===== src/logic/obj_settings.svh =====
`ifndef OBJ_SETTINGS_SVH
`define OBJ_SETTINGS_SVH

// Object table geometry
// Entries in the table
`define OBJ_COUNT 32
// Bytes per entry: Y, code, X, attribute
`define OBJ_BYTES 4

// Visible pixels per line, one line buffer bank
`define LINE_WIDTH 256

// Square sprite tiles
`define TILE_SIZE 16

`endif


===== src/logic/obj_pkg.sv =====
`include "obj_settings.svh"

package obj_pkg;

    // Byte address into the object table
    typedef logic [$clog2(`OBJ_COUNT * `OBJ_BYTES)-1:0] tbl_addr_t;
    typedef logic [$clog2(`OBJ_COUNT)-1:0] obj_idx_t;
    // Line number or X position
    typedef logic [7:0] coord_t;
    // Horizontal counter, blanking included
    typedef logic [8:0] hpos_t;
    typedef logic [7:0] code_t;
    typedef logic [3:0] pal_t;
    typedef logic [$clog2(`TILE_SIZE)-1:0] tile_row_t;
    // Zero is transparent
    typedef logic [3:0] pixel_t;
    // Palette in the high nibble
    typedef logic [7:0] color_t;
    // Code, row and half
    typedef logic [12:0] rom_addr_t;
    // Eight pixels, leftmost in the low nibble
    typedef logic [31:0] rom_word_t;

    typedef enum logic [2:0] {
        IDLE, READ_Y, READ_CODE, READ_X, READ_ATTR, ISSUE, WAIT_BUSY
    } scan_state_t;

endpackage


===== src/logic/obj_ram.sv =====
`include "obj_settings.svh"

module obj_ram (
    input  logic               clk,
    input  obj_pkg::tbl_addr_t cpu_addr,
    input  obj_pkg::coord_t    cpu_din,
    input  logic               cpu_we,
    output obj_pkg::coord_t    cpu_dout,
    input  obj_pkg::tbl_addr_t scan_addr,
    output obj_pkg::coord_t    scan_dout
);
    import obj_pkg::*;

    // Four bytes per object, object n at 4n
    coord_t mem [`OBJ_COUNT * `OBJ_BYTES];

    // CPU side, write and read share the address
    always_ff @(posedge clk) begin
        if (cpu_we) begin
            mem[cpu_addr] <= cpu_din;
        end
        // Old data on a write cycle
        cpu_dout <= mem[cpu_addr];
    end

    // Scanner side, read only
    // Data one cycle after the address
    always_ff @(posedge clk) begin
        scan_dout <= mem[scan_addr];
    end

endmodule


===== config.mk =====
export PLATFORM = sky130hd
export DESIGN_NAME = obj_ram
export DESIGN_NICKNAME = d
export VERILOG_FILES = /design/src/logic/obj_pkg.sv /design/src/logic/obj_ram.sv
export VERILOG_INCLUDE_DIRS = /design/src /design/src/logic
export SDC_FILE = /design/constraint.sdc
export NUM_CORES = 1
export LEC_CHECK = 0
export BUFFER_PORTS_ARGS = -buffer_cell sky130_fd_sc_hd__buf_2
export CELL_PAD_IN_SITES_DETAIL_PLACEMENT = 1
export CELL_PAD_IN_SITES_GLOBAL_PLACEMENT = 2
export CORE_MARGIN = 8
export CORE_UTILIZATION = 41
export DETAILED_ROUTE_END_ITERATION = 16
export PLACE_DENSITY_LB_ADDON = 0.1
export SLEW_MARGIN = 25
export SYNTH_ARGS = -nofsm -noshare
export SYNTH_HDL_FRONTEND = slang
export SYNTH_SLANG_ARGS = --single-unit
export TNS_END_PERCENT = 20

===== constraint.sdc =====
create_clock -name clk -period 2.98 [get_ports clk]
set_clock_uncertainty 0.2 [all_clocks]
set_input_delay 0.149 -clock clk [delete_from_list [all_inputs] [get_ports clk]]
set_output_delay 0.149 -clock clk [all_outputs]
set_load 0.01 [all_outputs]

==> results of run 1 <==
==> worst paths after layout <==
path,from,endpoint,slack [ns]
worst min register to register,mem[68][6]$_DFFE_PP_,cpu_dout[6]$_DFF_P_,0.56
worst max register to register,mem[18][6]$_DFFE_PP_,cpu_dout[6]$_DFF_P_,0.24
worst min-delay path,cpu_addr[5],cpu_dout[5]$_DFF_P_,0.06
worst max-delay path,cpu_addr[0],cpu_dout[1]$_DFF_P_,0.18
==> per-stage QoR <==
stage	area [µm²]	setup slack, ns	power, W	std cells	utilization, %
after floorplan	48100	0.377	0.0181	2650	-
after global placement	53800	-0.500	0.0199	4468	46.2
after detailed placement	53800	-0.537	0.0199	4468	46.2
after CTS	57700	0.213	0.0343	4692	49.6
after global routing	57700	0.161	0.0350	4692	49.6
final	57700	0.175	0.0342	4695	49.6
==> layout make-up <==
class                      count  area [µm²]  area share, %
multi-input combinational   1376       16000           27.8
timing repair buffer         534        4890           8.47
clock buffer                 144        3130           5.43
tap                         1524        1910           3.30
clock inverter                69         666           1.15
sequential                  1040       31100           53.8
inverter                       5        21.3         0.0368
antenna                        3        7.51         0.0130
==> cells in the mapped netlist, types with 10 or more instances <==
cell / count
a21oi_1: 37
a221o_1: 18
a221oi_1: 124
a22o_1: 12
a22oi_1: 58
a31oi_1: 10
buf_1: 27
buf_2: 77
buf_4: 17
clkbuf_1: 101
dfxtp_1: 16
edfxtp_1: 1024
mux2_2: 77
mux2i_1: 70
mux4_2: 420
nand2_1: 100
nand3_1: 21
nor2_1: 179
nor2b_1: 11
nor4_1: 11
o21ai_0: 43
o221ai_1: 16
o22ai_1: 68
o2bb2ai_1: 11
==> worst max-delay path, cell delays in order <==
cell	delay (ns)
buf_8	0.28
nor2b_4	0.94
a221oi_1	0.22
o21a_1	0.28
a2111oi_0	0.89
buf_4	0.24
a211oi_1	0.08
o2111ai_1	0.13
==> kinds of logic after synthesis <==
logic type / count (synthesis)
DFF: 1040
muxes: 568
AOI/OAI and AO/OA: 449
buffers and inverters: 234
and+or+nand+nor: 359
==> power groups by stage <==
stage	Clock, W	Combinational, W	Sequential (W)
after floorplan	0	0.00155	0.0165
after global placement	0	0.00336	0.0165
after detailed placement	0	0.00339	0.0165
after CTS	0.0147	0.00341	0.0162
after global routing	0.0152	0.00353	0.0162
final	0.0145	0.00346	0.0162
==> registers in the layout, indices dropped and copies added, names as in the netlist <==
| register | cells |
|---|---|
| cpu_dout | 8 |
| mem | 1024 |
| scan_dout | 8 |
==> metal layers <==
metal	global-route usage [%]	vias up	share of wire (%)
li1	-	12200	-
met1	42.4	17300	41
met2	46.2	1911	46
met3	6.03	341	9.2
met4	11.1	4	4.0
met5	0	-	0.012
==> metrics.cfg, run 1 <==
[place]
dp_hpwl_um=135000
gp_congestion=0.903
io_buffers=39

[synth]
syn_nets=2674
synth_top_family_by_area=multiplexers
synth_compound_area_share_pct=7.03
synthArstFlopShare_pct=0
ys_warn_count=0
synth_edf_count=1024
synthAdderAreaFrac_pct=0
syn_inst=2650
synth_mux_area_share_pct=22.9
seq_area_frac_synth_pct=64.6
synth.area.top_cells=edfxtp_1 (64%), mux4_2 (20%), a221oi_1 (2.3%)
yosys.area_share.simple_pct=3.18
synthFlopType=edfxtp_1
synth_largest_area_cell=edfxtp_1
synth_xor_area_share_pct=0
synth_cell_types=67
syn_avg_cell_area_um2=18.2
syn_area_um2=48100
synth_top_area_share_pct=63.9
ys_seq_elements=1040

[die]
dieHeight_um=359
ios=40
die_x_um=359
fp.dieArea_um2=129000
fp-row-count=125
floorplan.core_area_um2=116000
start_util_pct=41.4

[run]
cap_violations=0

[sta]
holdWs_ns=0.0561
finalCritPeriodShare_pct=94.1
setup_tns_ns=0
post-route-min-period_ns=2.80
slew_viol_final=0
setup_viol=0
worstMarginPinSlew_ns=1.17
finalHoldViolCount=0
max_slew_margin_pct=21.7
max_freq_mhz=357
rsz0062_at_grt=no

[finish]
mostFrequentLayoutCell=edfxtp_1
layout_common_cells=edfxtp_1 (1024), buf_4 (424), mux4_2 (420), nor2_1 (173), a221oi_1 (124)
final_nets=3097
n_fill_cell=10800
drive_gt1_share_pct=38.4
area_growth_pct=20.0

[hold_path]
hp-class=input pin to flop
holdPathStages=5

[critical_path]
r2r_cells=7
path_max_fanout=24
cp.arrival_ns=3.24
end_kind=flop
path_class=input pin to flop
cp-start-kind=input pin
crit_required_ns=3.42

[clock_network]
cts_resized=0
cts_buffers=116
cts.sinks=1040
path_clk_slew_ns=0.07
max-clock-path-buffers=3
tritoncts=built
cts_hold_buffers=11
cts.htree.levels=3
cts-root-buf=clkbuf_16
clock_latency_ns=0.74
post_cts_buffers=0

[power_and_ir_drop]
p_int_w=0.0259
p_switching_w=0.00827
swShare_pct=24.2
leakagePower_nw=19.0
power_density_nw_per_um2=593
p_comb_share_pct=10.1
p_clk_share_pct=42.4
seqPwrFrac_pct=47.5
ir_drop_v=0.000449

[detailed_routing]
wl_um=194000
vias_per_cell=6.77
wire_per_inst_um=41.3
vias=31800
dr.pass1.iters=5
drtIter0Drc=4340
ant_nets=0
drc=0

[global_route]
grt_antenna_before_repair=5
grt_pass1_wl_um=269000
grt_pass1_vias=32400
gr-total-overflow=0
grt_max_degree=90
grt_usage_pct=30.0

[run_status]
outcome=complete, no violations

(Power assumes the default switching activity.)
==> run 2, diff against run 1 <==
--- a/config.mk
+++ b/config.mk
@@ -10,8 +10,9 @@
 export CELL_PAD_IN_SITES_DETAIL_PLACEMENT = 1
 export CELL_PAD_IN_SITES_GLOBAL_PLACEMENT = 2
 export CORE_MARGIN = 8
-export CORE_UTILIZATION = 41
+export CORE_UTILIZATION = 47
 export DETAILED_ROUTE_END_ITERATION = 16
+export MAX_ROUTING_LAYER = met4
 export PLACE_DENSITY_LB_ADDON = 0.1
 export SLEW_MARGIN = 25
 export SYNTH_ARGS = -nofsm -noshare
==> run 2 against run 1 <==
First-iteration DRC count rose by 11%. Cell area fell by 1.0%. Die area fell by 12%. Sequential share of layout area rose by 0.56 points. Flip-flop and latch count did not move. Via count rose by 0.80%. Global-route usage rose by 4.0 points. Core utilization rose by 6.6 points. Largest cell class unchanged.
==> metrics.cfg, run 2 (synthesis results as in run 1) <==
[run_status]
outcome=complete, no violations

[place]
dp_hpwl_um=131000  ; -2.7%
place_inst=4306  ; -3.6%
placed_area_um2=53500  ; -0.60%
io_buffers=39  ; unchanged
gp_congestion=0.982  ; +8.8%

[clock_network]
tritoncts=built
cts.htree.levels=3  ; unchanged
cts-root-buf=clkbuf_16
path_clk_slew_ns=0.06  ; about the same
clock_latency_ns=0.72  ; -0.02 ns
cts.sinks=1040  ; unchanged
cts_hold_buffers=9  ; -2
cts_resized=0  ; unchanged
cts_buffers=111  ; -4.3%
max-clock-path-buffers=3  ; unchanged
post_cts_buffers=0  ; unchanged

[sta]
holdWs_ns=0.105  ; +0.0488 ns
max_freq_mhz=349  ; -2.2%
setup_tns_ns=0  ; unchanged
setup_viol=0  ; unchanged
max_slew_margin_pct=29.4  ; +7.8 points
worstMarginPinSlew_ns=1.05  ; -0.120 ns
finalCritPeriodShare_pct=96.3  ; +2.1 points
rsz0062_at_grt=no
finalHoldViolCount=0  ; unchanged
slew_viol_final=0  ; unchanged
post-route-min-period_ns=2.87  ; +0.0634 ns

[critical_path]
cpPeakStageDelay_ns=0.47  ; -0.47 ns
path_buf_inv=0  ; -2
crit_slowest_cell=mux4_2
cp_cell_sequence=mux4_2 -> mux2i_1 -> o22a_1 -> o21ai_1 -> nor4_1 -> or4b_1
end_kind=flop
cp-start-kind=flop
crit_required_ns=3.38  ; -0.04 ns
path_class=flop to flop
path_delay_family=multiplexers
cp.arrival_ns=3.27  ; +0.03 ns
reg2reg_slack_ns=0.11  ; -0.13 ns
path_max_fanout=2  ; -92%

[finish]
n_fill_cell=9148  ; -15%
final_nets=3084  ; -0.42%
drive_gt1_share_pct=37.9  ; -0.52 points
utilization_pct=56.2  ; +6.6 points
layout_common_cells=edfxtp_1 (1024), buf_4 (424), mux4_2 (420), nor2_1 (177), a221oi_1 (124)
top_regs=mem: 1024 flops, cpu_dout: 8 flops, scan_dout: 8 flops
largest_reg_flops=1024  ; unchanged
finalNonFillerCells=4526  ; -3.6%
design_area_um2=57100  ; -1.0%
top_register=mem
regArea_um2=31100  ; unchanged
area_growth_pct=18.7
mostFrequentLayoutCell=edfxtp_1
multi_input_area_um2=16000  ; about the same

[detailed_routing]
drc=0  ; unchanged
drtIter0Drc=4808  ; +11%
dr.pass1.iters=6  ; +1
wire_per_inst_um=41.5  ; +0.62%
vias_per_cell=7.08  ; +4.6%
wl_um=188000  ; -3.0%
vias=32000  ; +0.80%
ant_nets=0  ; unchanged

[global_route]
grt_antenna_before_repair=7  ; +2
grt_max_degree=74  ; -18%
grt_usage_pct=34.0  ; +4.0 points
gr-total-overflow=0  ; unchanged
grt_pass1_wl_um=263000  ; -2.4%
grt_pass1_vias=32800  ; +1.2%

[power_and_ir_drop]
power_density_nw_per_um2=584  ; -1.5%
p_int_w=0.0252  ; -2.7%
seqPwrFrac_pct=48.7  ; +1.2 points
p_switching_w=0.00812  ; -1.8%
p_comb_share_pct=10.1  ; about the same
ir_drop_v=0.000511  ; +14%
p_clk_share_pct=41.2  ; -1.2 points
leakagePower_nw=18.8  ; -1.0%
swShare_pct=24.3  ; +0.17 points

[die]
die_x_um=336  ; -6.3%
fp-row-count=117  ; -6.4%
ios=40  ; unchanged
fp.dieArea_um2=113000  ; -12%
dieHeight_um=336  ; -6.3%
floorplan.core_area_um2=102000  ; -13%
start_util_pct=47.4  ; +6.0 points

[run]
cap_violations=0  ; unchanged

[hold_path]
hp-class=input pin to flop

run 2: changes by cell type in the layout (fill, tap and decap cells not counted), sizes merged:
cell         before  now
dlygate4sd3      11    9
bufinv           12    9
inv               5    6
clkbuf          144  141
clkinv           53   51
diode             3    5
buf             523  517
run 2: power groups by stage:
| stage | combinational [W] | clock (W) | sequential (W) |
|---|---|---|---|
| finish | 0.00338 | 0.0137 | 0.0162 |
| global route | 0.00345 | 0.0143 | 0.0162 |
| CTS | 0.00331 | 0.0139 | 0.0162 |
| detailed placement | 0.00330 | 0 | 0.0165 |
| global placement | 0.00325 | 0 | 0.0165 |
| floorplan | 0.00155 | 0 | 0.0165 |
run 2: per-stage QoR:
step | setup slack (ns) | power (W)
after floorplan | 0.377 | 0.0181
after global placement | -0.371 | 0.0198
after detailed placement | -0.389 | 0.0198
after CTS | 0.156 | 0.0334
after global routing | 0.0406 | 0.0340
final | 0.112 | 0.0334
run 2: metal layers:
| metal | vias to the layer above | share of wire, % | global-route usage [%] |
|---|---|---|---|
| li1 | 12200 | - | - |
| met1 | 17200 | 39 | 45.2 |
| met2 | 2162 | 46 | 51.7 |
| met3 | 451 | 10 | 7.55 |
| met4 | 0 | 4.5 | 13.0 |
| met5 | - | 0 | - |
run 2: cell type report:
class,count,share of cell area [%]
clock inverter,65,1.04
sequential,1040,54.4
timing repair buffer,526,8.31
multi-input combinational,1376,28.0
antenna,5,0.0219
tap,1368,3.00
clock buffer,141,5.17
inverter,5,0.0372
run 2: worst reg2reg max path, cell delays in order (launching register included):
cell,delay (ns)
edfxtp_1,0.41
mux4_2,0.47
mux2i_1,0.37
o22a_1,0.37
o21ai_1,0.13
nor4_1,0.35
or4b_1,0.46
run 2: worst paths after layout:
path,startpoint,to,cells after the start
max reg2reg,mem[97][4]$_DFFE_PP_,cpu_dout[4]$_DFF_P_,6
min reg2reg,mem[39][0]$_DFFE_PP_,cpu_dout[0]$_DFF_P_,5
min,cpu_addr[3],cpu_dout[5]$_DFF_P_,3
max,mem[97][4]$_DFFE_PP_,cpu_dout[4]$_DFF_P_,6
