===== src/logic/obj_settings.svh =====
`ifndef OBJ_SETTINGS_SVH
`define OBJ_SETTINGS_SVH

// Object table geometry
// Entries in the table
`define OBJ_COUNT 32
// Bytes per entry: Y, code, X, attribute
`define OBJ_BYTES 4

// Visible pixels per line, one line buffer bank
`define LINE_WIDTH 256

// Square sprite tiles
`define TILE_SIZE 16

`endif


===== src/logic/obj_pkg.sv =====
`include "obj_settings.svh"

package obj_pkg;

    // Byte address into the object table
    typedef logic [$clog2(`OBJ_COUNT * `OBJ_BYTES)-1:0] tbl_addr_t;
    typedef logic [$clog2(`OBJ_COUNT)-1:0] obj_idx_t;
    // Line number or X position
    typedef logic [7:0] coord_t;
    // Horizontal counter, blanking included
    typedef logic [8:0] hpos_t;
    typedef logic [7:0] code_t;
    typedef logic [3:0] pal_t;
    typedef logic [$clog2(`TILE_SIZE)-1:0] tile_row_t;
    // Zero is transparent
    typedef logic [3:0] pixel_t;
    // Palette in the high nibble
    typedef logic [7:0] color_t;
    // Code, row and half
    typedef logic [12:0] rom_addr_t;
    // Eight pixels, leftmost in the low nibble
    typedef logic [31:0] rom_word_t;

    typedef enum logic [2:0] {
        IDLE, READ_Y, READ_CODE, READ_X, READ_ATTR, ISSUE, WAIT_BUSY
    } scan_state_t;

endpackage


===== src/logic/obj_draw_if.sv =====
interface obj_draw_if;
    import obj_pkg::*;

    // One-cycle start strobe, only while busy is low
    logic      draw;
    code_t     code;
    coord_t    xpos;
    pal_t      pal;
    logic      hflip;
    logic      vflip;
    // Tile row before vertical flip
    tile_row_t ysub;
    // High from the cycle after draw to the last pixel
    logic      busy;

    modport scan (output draw, code, xpos, pal, hflip, vflip, ysub, input busy);

    modport drawer (input draw, code, xpos, pal, hflip, vflip, ysub, output busy);

endinterface


===== src/logic/obj_scan.sv =====
`include "obj_settings.svh"

module obj_scan (
    input  logic               clk,
    input  logic               rst,
    input  logic               hinit,
    input  obj_pkg::coord_t    vrender,
    output obj_pkg::tbl_addr_t scan_addr,
    input  obj_pkg::coord_t    scan_dout,
    obj_draw_if.scan           drw
);
    import obj_pkg::*;

    scan_state_t                   state;
    obj_idx_t                      obj_cnt;
    coord_t                        target;
    coord_t                        ydiff;
    logic                          hinit_l;
    logic                          hinit_edge;
    logic                          in_range;
    logic                          last_obj;
    logic [$clog2(`OBJ_BYTES)-1:0] sub;

    assign hinit_edge = hinit & ~hinit_l;
    // Modulo 256, so objects wrap past the bottom
    assign ydiff      = target - scan_dout;
    assign last_obj   = obj_cnt == '0;

    // Byte within the entry follows the state
    // ISSUE keeps the attribute byte on the bus
    always_comb begin
        case (state)
            READ_Y:    sub = 2'd0;
            READ_CODE: sub = 2'd1;
            READ_X:    sub = 2'd2;
            default:   sub = 2'd3;
        endcase
    end

    assign scan_addr = {obj_cnt, sub};

    always_ff @(posedge clk or posedge rst) begin
        if (rst) begin
            state    <= IDLE;
            hinit_l  <= 1'b0;
            drw.draw <= 1'b0;
            obj_cnt  <= '0;
            target   <= '0;
            in_range <= 1'b0;
        end else begin
            hinit_l  <= hinit;
            drw.draw <= 1'b0;
            if (hinit_edge) begin
                // Restart from the top object, any pending scan is lost
                target  <= vrender + 8'd1;
                obj_cnt <= obj_idx_t'(`OBJ_COUNT - 1);
                state   <= READ_Y;
            end else begin
                case (state)
                    IDLE: state <= IDLE;
                    // Y address out, data next cycle
                    READ_Y: state <= READ_CODE;
                    READ_CODE: begin
                        in_range <= ydiff < coord_t'(`TILE_SIZE);
                        state    <= READ_X;
                    end
                    READ_X:    state <= READ_ATTR;
                    READ_ATTR: state <= ISSUE;
                    ISSUE: begin
                        if (!in_range) begin
                            // Skip, no request
                            obj_cnt <= obj_cnt - 1'b1;
                            state   <= last_obj ? IDLE : READ_Y;
                        end else if (!drw.busy) begin
                            drw.draw <= 1'b1;
                            state    <= WAIT_BUSY;
                        end
                    end
                    // Busy rises here
                    WAIT_BUSY: begin
                        obj_cnt <= obj_cnt - 1'b1;
                        state   <= last_obj ? IDLE : READ_Y;
                    end
                    default: state <= IDLE;
                endcase
            end
        end
    end

    // Request fields, captured as the bytes arrive
    always_ff @(posedge clk) begin
        case (state)
            READ_CODE: drw.ysub <= tile_row_t'(ydiff);
            READ_X:    drw.code <= scan_dout;
            READ_ATTR: drw.xpos <= scan_dout;
            ISSUE: begin
                // Attribute byte: palette, H flip bit 6, V flip bit 7
                drw.pal   <= pal_t'(scan_dout[3:0]);
                drw.hflip <= scan_dout[6];
                drw.vflip <= scan_dout[7];
            end
            default: ;
        endcase
    end

endmodule


===== src/flat_wrapper.sv =====
// flat-port wrapper written by rule: the top's interface ports become plain ports
module obj_scan_flat import obj_pkg::*;
  (clk, rst, hinit, vrender, scan_addr, scan_dout, drw_draw, drw_code, drw_xpos, drw_pal, drw_hflip, drw_vflip, drw_ysub, drw_busy);
  obj_draw_if drw_i ();
  input  logic clk;
  input  logic rst;
  input  logic hinit;
  input  obj_pkg::coord_t vrender;
  output obj_pkg::tbl_addr_t scan_addr;
  input  obj_pkg::coord_t scan_dout;
  output wire logic [$bits(drw_i.draw)-1:0] drw_draw;
  output wire logic [$bits(drw_i.code)-1:0] drw_code;
  output wire logic [$bits(drw_i.xpos)-1:0] drw_xpos;
  output wire logic [$bits(drw_i.pal)-1:0] drw_pal;
  output wire logic [$bits(drw_i.hflip)-1:0] drw_hflip;
  output wire logic [$bits(drw_i.vflip)-1:0] drw_vflip;
  output wire logic [$bits(drw_i.ysub)-1:0] drw_ysub;
  input wire logic [$bits(drw_i.busy)-1:0] drw_busy;
  assign drw_draw = drw_i.draw;
  assign drw_code = drw_i.code;
  assign drw_xpos = drw_i.xpos;
  assign drw_pal = drw_i.pal;
  assign drw_hflip = drw_i.hflip;
  assign drw_vflip = drw_i.vflip;
  assign drw_ysub = drw_i.ysub;
  assign drw_i.busy = drw_busy;
  obj_scan u_core (.clk(clk), .rst(rst), .hinit(hinit), .vrender(vrender), .scan_addr(scan_addr), .scan_dout(scan_dout), .drw(drw_i));
endmodule

===== config.mk =====
export PLATFORM = sky130hd
export DESIGN_NAME = obj_scan_flat
export DESIGN_NICKNAME = d
export VERILOG_FILES = /design/src/logic/obj_pkg.sv /design/src/logic/obj_draw_if.sv /design/src/logic/obj_scan.sv /design/src/flat_wrapper.sv
export VERILOG_INCLUDE_DIRS = /design/src /design/src/logic
export SDC_FILE = /design/constraint.sdc
export NUM_CORES = 1
export LEC_CHECK = 0
export ABC_AREA = 1
export ABC_CLOCK_PERIOD_IN_PS = 2400
export BUFFER_PORTS_ARGS = -buffer_cell sky130_fd_sc_hd__buf_2
export CAP_MARGIN = 20
export CORE_UTILIZATION = 55
export DETAILED_ROUTE_END_ITERATION = 10
export GPL_TIMING_DRIVEN = 0
export HOLD_SLACK_MARGIN = 0.12
export PLACE_DENSITY = 0.82
export SETUP_SLACK_MARGIN = 0.3
export SLEW_MARGIN = 15
export SYNTH_ARGS = -nofsm -noshare
export SYNTH_HDL_FRONTEND = slang
export SYNTH_SLANG_ARGS = --single-unit

===== constraint.sdc =====
create_clock -name clk -period 2.4 [get_ports clk]
set_clock_uncertainty 0.1 [all_clocks]
set_input_delay 0.24 -clock clk [delete_from_list [all_inputs] [get_ports clk]]
set_output_delay 0.24 -clock clk [all_outputs]
set_load 0.02 [all_outputs]

==> impl_summary.log, run 1 <==
[metrics] commonest cells after routing, fill and taps aside: sky130_fd_sc_hd__buf_2, sky130_fd_sc_hd__nand2_1, sky130_fd_sc_hd__inv_1, sky130_fd_sc_hd__edfxtp_1, sky130_fd_sc_hd__dfrtp_1
[metrics] instance area after placement: 2490 um^2
[metrics] later-pin clock latency in the skew report: 0.29 ns
[metrics] Synth area leader: sky130_fd_sc_hd__edfxtp_1
[metrics] Die X: 64.6 um
[metrics] maxcap violations: 0
[metrics] Total GRT Usage: between 20 and 25%
[metrics] Worst Hold Class: input pin to flop
[metrics] buffer type at the clock tree root: sky130_fd_sc_hd__clkbuf_8
[metrics] worst IR drop on VDD: approximately 0.57 mV
[metrics] global-route wire length before repair: 6840 um
[metrics] Routability Congestion: 0.825
[metrics] share of the clock period used by the worst path: 83.6%
[metrics] net switching power figure: around 860 uW
[metrics] Synth Cell Area: 2150 um^2
[metrics] ratio of total power to cell area: just under 900 nW/um^2
[metrics] clock tree buffer depth: 2
[metrics] largest net degree at the start of global routing: 20
[metrics] number of H-tree levels: 2
[metrics] Data arrival, critical path: about 2.1 ns
[metrics] Final HPWL DP: 3110 um
[metrics] cells taking the most area after synthesis: sky130_fd_sc_hd__edfxtp_1, sky130_fd_sc_hd__dfrtp_1, sky130_fd_sc_hd__nand2_1
[metrics] final slew viol count: 0
[metrics] average cell area after synthesis: 9.79 um^2
[metrics] final net count: 323
[metrics] final std cell area, no fill: 2720 um^2
[metrics] fraction of post-synthesis cell area in the top cell type by area: 36.2%
[metrics] number of fill cells in the layout: between 200 and 300
[metrics] critical path capture point type: flop
[metrics] I/O Buffers: 53
[metrics] leftover overflow at the end of global routing: 0
[metrics] die height: 64.6 um
[metrics] highest attainable clock frequency: 499 MHz
[metrics] Cells after Synth: 220
[metrics] count of different cell masters after synthesis: 24
[metrics] proportion of power drawn by flip-flops and latches: 45.9%
[metrics] Setup WS post-layout: 0.395 ns
[metrics] iteration count of the initial detailed-routing pass: 4
[metrics] non-filler cells, final: approximately 340
[metrics] remaining antenna violation count after routing: 0
[metrics] number of placed I/O pins: 54
[metrics] Core Rows: 22
[metrics] total of endpoints with negative setup slack in the final report: 0
[metrics] average wire per cell in the routed design: 12.6 um
[metrics] DP Worst Slack: slightly below 0.6 ns
[metrics] number of CTS-inserted buffers: 5
[metrics] Net Sw Frac: 36.3%
[metrics] setup repair after global routing missed its margin: false
[metrics] Floorplan Core Area: 3720 um^2
[metrics] HP Start: vrender[2]
[metrics] clock input transition at the sequential cells of the worst setup and hold paths: 0.08 ns
[metrics] total wirelength of the detailed-routed design: roughly 4300 um
[metrics] setup TNS: 0 ns
[metrics] Worst Path Max Fanout: 4
[metrics] Via density: 4.96
[metrics] relative area change from synthesis to final layout: 26.0%
[metrics] die area: 4170 um^2
[metrics] slew at the pin closest to its max-slew limit: between 0.8 and 0.9 ns
[metrics] # placed instances: between 300 and 400
[metrics] result of the run: finished clean
[metrics] Clock Power Share: around a fifth
[metrics] net count after synthesis: 251
[metrics] total clock sinks: 45
[metrics] via total after detailed routing: 1690
[metrics] Final Critical Period: 2.01 ns
[metrics] Setup crit start kind: input pin
[metrics] CTS tree: yes
[metrics] Max transition margin: 44.1%
[metrics] core occupancy in the finished layout: 73.1%
[metrics] combinational power share: around a third
[metrics] Reg2Reg Launch Point: u_core.target[0]
[metrics] startpoint of the most critical setup path: scan_dout[0]
[metrics] vias in the first global route: 1610
[metrics] proportion of synthesized chip area in sequential cells: 58.3%
[metrics] DRC errors left: 0
[metrics] commonest non-fill, non-tap cell in the layout: sky130_fd_sc_hd__buf_2
[metrics] flop and latch count out of synthesis: 45
[metrics] share of post-route cells with drive strength above 1: 25.6%
[metrics] starting density of the core: 58.0%
[metrics] yosys synthesis warning count: 0
[metrics] data required time at the worst endpoint: 2.48 ns
[metrics] Hold Fails Final Rpt: 0
[metrics] cell-internal power: 1510 uW
[metrics] leakage power: 0.00133 uW
[metrics] number of antenna cells inserted: 0
[metrics] number of antenna violations at the first check in global routing: 0
[metrics] kind of critical path: input pin to flop
[metrics] Starting DRT DRC Count: around 120
==> sequential cells by signal (all words and copies together) (netlist names), 3 cells and up <==
signal and count:
u_core.drw.code 8, u_core.drw.xpos 8, u_core.target 8, u_core.obj_cnt 5
u_core.drw.pal 4, u_core.drw.ysub 4, u_core.state 3
==> layer usage <==
metal	global-route usage (%)	up-vias	wire, um
met4	12.8	0	127
met1	25.1	760	1820
met2	39.2	62	2180
met5	0	-	0
met3	4.40	14	186
li1	-	854	-
==> kinds of logic after synthesis <==
kind of cell | share of synthesized area [%]
AO/OA/AOI/OAI | 4.70
flip-flops | 58.3
buffers and inverters | 7.03
AND/OR/NAND/NOR | 21.2
XOR/XNOR | 2.03
adder cells (fa/ha/maj) | 6.74
==> what timing repair did <==
item / CTS / global route
hold buffers: 12 / 0
endpoints found under the setup margin: 0 / 1
gates resized for setup: 0 / 4
buffers inserted: 0 / 0
endpoints found under the hold margin: 44 / 0
==> worst max-delay path: stages <==
cell                            delay, ns
sky130_fd_sc_hd__dlygate4sd3_1       0.53
sky130_fd_sc_hd__buf_2               0.15
sky130_fd_sc_hd__ha_1                0.23
sky130_fd_sc_hd__fa_2                0.38
sky130_fd_sc_hd__inv_1               0.07
sky130_fd_sc_hd__nand2_1             0.05
sky130_fd_sc_hd__nand2_2             0.08
sky130_fd_sc_hd__nand3_2             0.07
sky130_fd_sc_hd__nand2_1             0.07
sky130_fd_sc_hd__nand2_1             0.06
sky130_fd_sc_hd__nand3_1             0.08
sky130_fd_sc_hd__o21bai_1            0.08
==> through the flow <==
stage                     hold WS [ns]  total power, uW
after floorplan                 0.0911             1650
after global placement           0.265             1850
after detailed placement         0.268             1900
after CTS                        0.128             2370
after global routing             0.149             2520
final                            0.132             2370
==> power by group through the flow <==
stage               clock, uW  combinational, uW  sequential [uW]
floorplan                   0                435             1210
global placement            0                758             1090
detailed placement          0                792             1100
CTS                       466                812             1090
global route              500                913             1110
finish                    463                820             1090
==> cells in the mapped netlist <==
library cell,number
sky130_fd_sc_hd__inv_1,38
sky130_fd_sc_hd__o21ai_0,12
sky130_fd_sc_hd__o21ai_2,1
sky130_fd_sc_hd__nand3b_1,2
sky130_fd_sc_hd__a21oi_1,5
sky130_fd_sc_hd__nor3_1,4
sky130_fd_sc_hd__nor2_1,14
sky130_fd_sc_hd__nand3_2,1
sky130_fd_sc_hd__nor2_4,1
sky130_fd_sc_hd__o21bai_1,1
sky130_fd_sc_hd__nand4_1,2
sky130_fd_sc_hd__fa_1,1
sky130_fd_sc_hd__edfxtp_1,26
sky130_fd_sc_hd__inv_2,1
sky130_fd_sc_hd__nand3_1,18
sky130_fd_sc_hd__dfrtp_1,19
sky130_fd_sc_hd__nand2_1,51
sky130_fd_sc_hd__xnor2_1,3
sky130_fd_sc_hd__buf_2,1
sky130_fd_sc_hd__or2_1,2
sky130_fd_sc_hd__nand2_4,2
sky130_fd_sc_hd__nor2_2,3
sky130_fd_sc_hd__ha_1,10
sky130_fd_sc_hd__xor2_1,2
==> final timing paths <==
| kind | end | slack (ns) | cells past startpoint |
|---|---|---|---|
| min in group asynchronous | u_core.hinit_l | 0.52 | 3 |
| worst max-delay path | u_core.in_range | 0.39 | 12 |
| worst min-delay path | u_core.target[2] | 0.13 | 3 |
| worst min register to register | u_core.target[4] | 0.40 | 2 |
| worst max register to register | u_core.in_range | 0.61 | 11 |
| max in group asynchronous | u_core.target[0] | 1.22 | 3 |
==> final cells by class <==
cell class	count	area, um^2	area share, %
buffer	1	5.00	0.184
clock buffer	8	90.1	3.32
inverter	39	146	5.39
multi-input combinational	135	772	28.4
sequential	45	1260	46.3
tap	48	60.1	2.21
timing repair buffer	65	385	14.2
Note: power is estimated with default switching activity, not from simulation.
==> inputs of run 2 (changes only) <==
Settings changed: ABC_CLOCK_PERIOD_IN_PS 2400 to 1850, CORE_UTILIZATION 55 to 52, PLACE_DENSITY 0.82 to 0.78.
Clock period 2.4 ns to 1.85 ns, I/O delays scaled along.
==> run 2 against run 1 <==
Critical path depth fell by 1. Core utilization fell by 0.28 points. Routed wire length fell by 2.9%. Largest power group unchanged. Highest routed layer unchanged.
==> impl_summary.log, run 2 (same netlist as run 1, synthesis figures left out) <==
[metrics] slew at the pin closest to its max-slew limit: 0.739 ns (-0.0943 ns)
[metrics] total wirelength of the detailed-routed design: 4190 um (-2.9%)
[metrics] kind of critical path: flop to flop
[metrics] Worst Path Max Fanout: 3 (-1)
[metrics] Die X: 66.4 um (+2.8%)
[metrics] I/O Buffers: 53 (unchanged)
[metrics] DRC errors left: 0 (unchanged)
[metrics] number of CTS-inserted buffers: 5 (unchanged)
[metrics] Starting DRT DRC Count: 136 (+9.7%)
[metrics] CTS tree: yes
[metrics] commonest non-fill, non-tap cell in the layout: sky130_fd_sc_hd__buf_2
[metrics] result of the run: finished clean
[metrics] # placed instances: 323 (+0.62%)
[metrics] starting density of the core: 53.9% (-4.1 points)
[metrics] die height: 66.4 um (+2.8%)
[metrics] leftover overflow at the end of global routing: 0 (unchanged)
[metrics] commonest cells after routing, fill and taps aside: sky130_fd_sc_hd__buf_2, sky130_fd_sc_hd__nand2_1, sky130_fd_sc_hd__inv_1, sky130_fd_sc_hd__edfxtp_1, sky130_fd_sc_hd__dfrtp_1
[metrics] clock input transition at the sequential cells of the worst setup and hold paths: 0.09 ns (about the same)
[metrics] number of antenna violations at the first check in global routing: 0 (unchanged)
[metrics] share of the clock period used by the worst path: a little over 90%
[metrics] library cell appearing most often on the critical path: sky130_fd_sc_hd__nand2_1
[metrics] largest registers: u_core.drw.code: 8 flops, u_core.drw.xpos: 8 flops, u_core.target: 8 flops
[metrics] leakage power: 0.00139 uW (+4.7%)
[metrics] Via density: 4.84 (-2.3%)
[metrics] cell family contributing the most delay on the critical path: adder cells
[metrics] Final HPWL DP: 2780 um (-11%)
[metrics] highest attainable clock frequency: 594 MHz
[metrics] Max transition margin: 50.7% (+6.5 points)
[metrics] global-route wire length before repair: 6180 um (-9.7%)
[metrics] vias in the first global route: 1394 (-13%)
[metrics] ratio of total power to cell area: 1180 nW/um^2 (+36%)
[metrics] cell breakdown of the critical path: inv_2, ha_4, fa_2, inv_1, nand2_1, nand2_2, nand3_2, nand2_1, nand2_1, nand3_1, o21bai_1
[metrics] Hold Fails Final Rpt: 0 (unchanged)
[metrics] setup TNS: 0 ns (unchanged)
[metrics] Routability Congestion: 0.816 (-1.1%)
[metrics] share of post-route cells with drive strength above 1: 30.7% (+5.1 points)
[metrics] critical path capture point type: flop
[metrics] Final Critical Period: 1.68 ns
[metrics] Core Rows: 23 (+4.5%)
[metrics] clock tree buffer depth: 2 (unchanged)
[metrics] buffers plus inverters on the worst setup path: 2 (-1)
[metrics] Total GRT Usage: 19.5% (-2.8 points)
[metrics] iteration count of the initial detailed-routing pass: 4 (unchanged)
[metrics] data required time at the worst endpoint: 1.94 ns (-0.54 ns)
[metrics] number of antenna cells inserted: 0 (unchanged)
[metrics] die area: 4400 um^2 (+5.6%)
[metrics] delay contributed by the slowest stage of the critical path: 0.38 ns (-0.15 ns)
[metrics] relative area change from synthesis to final layout: 35.1%
[metrics] non-filler cells, final: 353 (+3.5%)
[metrics] number of H-tree levels: 2 (unchanged)
[metrics] worst IR drop on VDD: 0.711 mV (+24%)
[metrics] via total after detailed routing: 1710 (+1.2%)
[metrics] final net count: 333 (+3.1%)
[metrics] remaining antenna violation count after routing: 0 (unchanged)
[metrics] largest net degree at the start of global routing: 20 (unchanged)
[metrics] buffer type at the clock tree root: sky130_fd_sc_hd__clkbuf_8
[metrics] maxcap violations: 0 (unchanged)
[metrics] worst-path cell with the longest stage delay: sky130_fd_sc_hd__dfrtp_1
[metrics] number of placed I/O pins: 54 (unchanged)
[metrics] total power of the final layout: 3450 uW (+45%)
[metrics] total clock sinks: 45 (unchanged)
[metrics] Setup crit start kind: flop
[metrics] final slew viol count: 0 (unchanged)
[metrics] Worst Hold Class: input pin to flop
[metrics] Data arrival, critical path: 1.78 ns (-0.30 ns)
[metrics] Floorplan Core Area: 4000 um^2 (+7.6%)
[metrics] setup repair after global routing missed its margin: true
[metrics] later-pin clock latency in the skew report: 0.30 ns (about the same)
[metrics] total of endpoints with negative setup slack in the final report: 0 (unchanged)
[metrics] average wire per cell in the routed design: 11.9 um (-6.2%)
## run 2: cell count changes in the layout (fill, tap and decap cells not counted), moves of 2 or more
| cell | previous run | this run |
|---|---|---|
| sky130_fd_sc_hd__buf_12 | 0 | 2 |
| sky130_fd_sc_hd__buf_4 | 0 | 4 |
| sky130_fd_sc_hd__clkbuf_1 | 2 | 0 |
| sky130_fd_sc_hd__dfrtp_1 | 19 | 17 |
| sky130_fd_sc_hd__dfrtp_2 | 0 | 2 |
| sky130_fd_sc_hd__dlygate4sd3_1 | 12 | 16 |
| sky130_fd_sc_hd__ha_1 | 10 | 8 |
| sky130_fd_sc_hd__inv_1 | 38 | 34 |
| sky130_fd_sc_hd__inv_2 | 1 | 4 |
| sky130_fd_sc_hd__nor3_4 | 0 | 2 |
## run 2: area by class of cell
class,instances,area [um^2]
well taps,50,62.6
clock buffers,6,82.6
fillers,288,1090
multi-input cells,135,815
plain buffers,1,5.00
repair buffers,75,502
inverters,39,149
clock inverters,2,37.5
flip-flops and latches,45,1260
## run 2: metal layers
layer  up-vias  track usage [%]  part of all wire (%)
met1       781             25.6                    46
met2        50             29.5                    47
met3         6             4.14                   5.4
met5         -                0                     0
met4         0             11.4                   2.0
li1        873                -                     -
## run 2: final timing paths
kind | cells past startpoint | slack (ns) | endpoint | start
min in group asynchronous | 3 | 0.45 | u_core.obj_cnt[2] | rst
hold reg to reg | 2 | 0.40 | u_core.target[6] | u_core.target[6]
setup / recovery | 11 | 0.17 | u_core.in_range | u_core.target[0]
hold / removal | 5 | 0.14 | u_core.target[4] | vrender[4]
max in group asynchronous | 3 | 0.69 | u_core.state[0] | rst
setup reg to reg | 11 | 0.17 | u_core.in_range | u_core.target[0]
## run 2: power breakdown
group	switching [uW]	leakage [uW]	internal [uW]	total [uW]
Combinational	755	0.000875	490	1240
Sequential	128	0.000462	1300	1430
Clock	335	0.0000574	439	774
## run 2: per-stage QoR
stage / cell area (um^2) / util [%] / setup WS, ns / hold slack, ns
2_1_floorplan: 2170 / - / 0.255 / 0.0361
3_3_place_gp: 2490 / 62.4 / 0.148 / 0.208
3_5_place_dp: 2490 / 62.4 / 0.124 / 0.213
4_1_cts: 2810 / 70.3 / 0.165 / 0.137
5_1_grt: 2910 / 72.8 / 0.0455 / 0.167
6_report: 2910 / 72.8 / 0.167 / 0.145
## run 2: worst register-to-register path, cell delays in order, from the launching register on
cell                       delay, ns
sky130_fd_sc_hd__dfrtp_1        0.38
sky130_fd_sc_hd__inv_2          0.06
sky130_fd_sc_hd__ha_4           0.17
sky130_fd_sc_hd__fa_2           0.36
sky130_fd_sc_hd__inv_1          0.06
sky130_fd_sc_hd__nand2_1        0.05
sky130_fd_sc_hd__nand2_2        0.08
sky130_fd_sc_hd__nand3_2        0.07
sky130_fd_sc_hd__nand2_1        0.06
sky130_fd_sc_hd__nand2_1        0.04
sky130_fd_sc_hd__nand3_1        0.07
sky130_fd_sc_hd__o21bai_1       0.06
## run 2: what timing repair did
action | 4_1_cts | 5_1_grt
gates resized for setup | 6 | 14
endpoints found under the setup margin | 20 | 23
endpoints found under the hold margin | 49 | 0
pin swaps | 2 | 1
cloned | 0 | 0
hold buffers | 16 | 0
setup buffers | 2 | 4
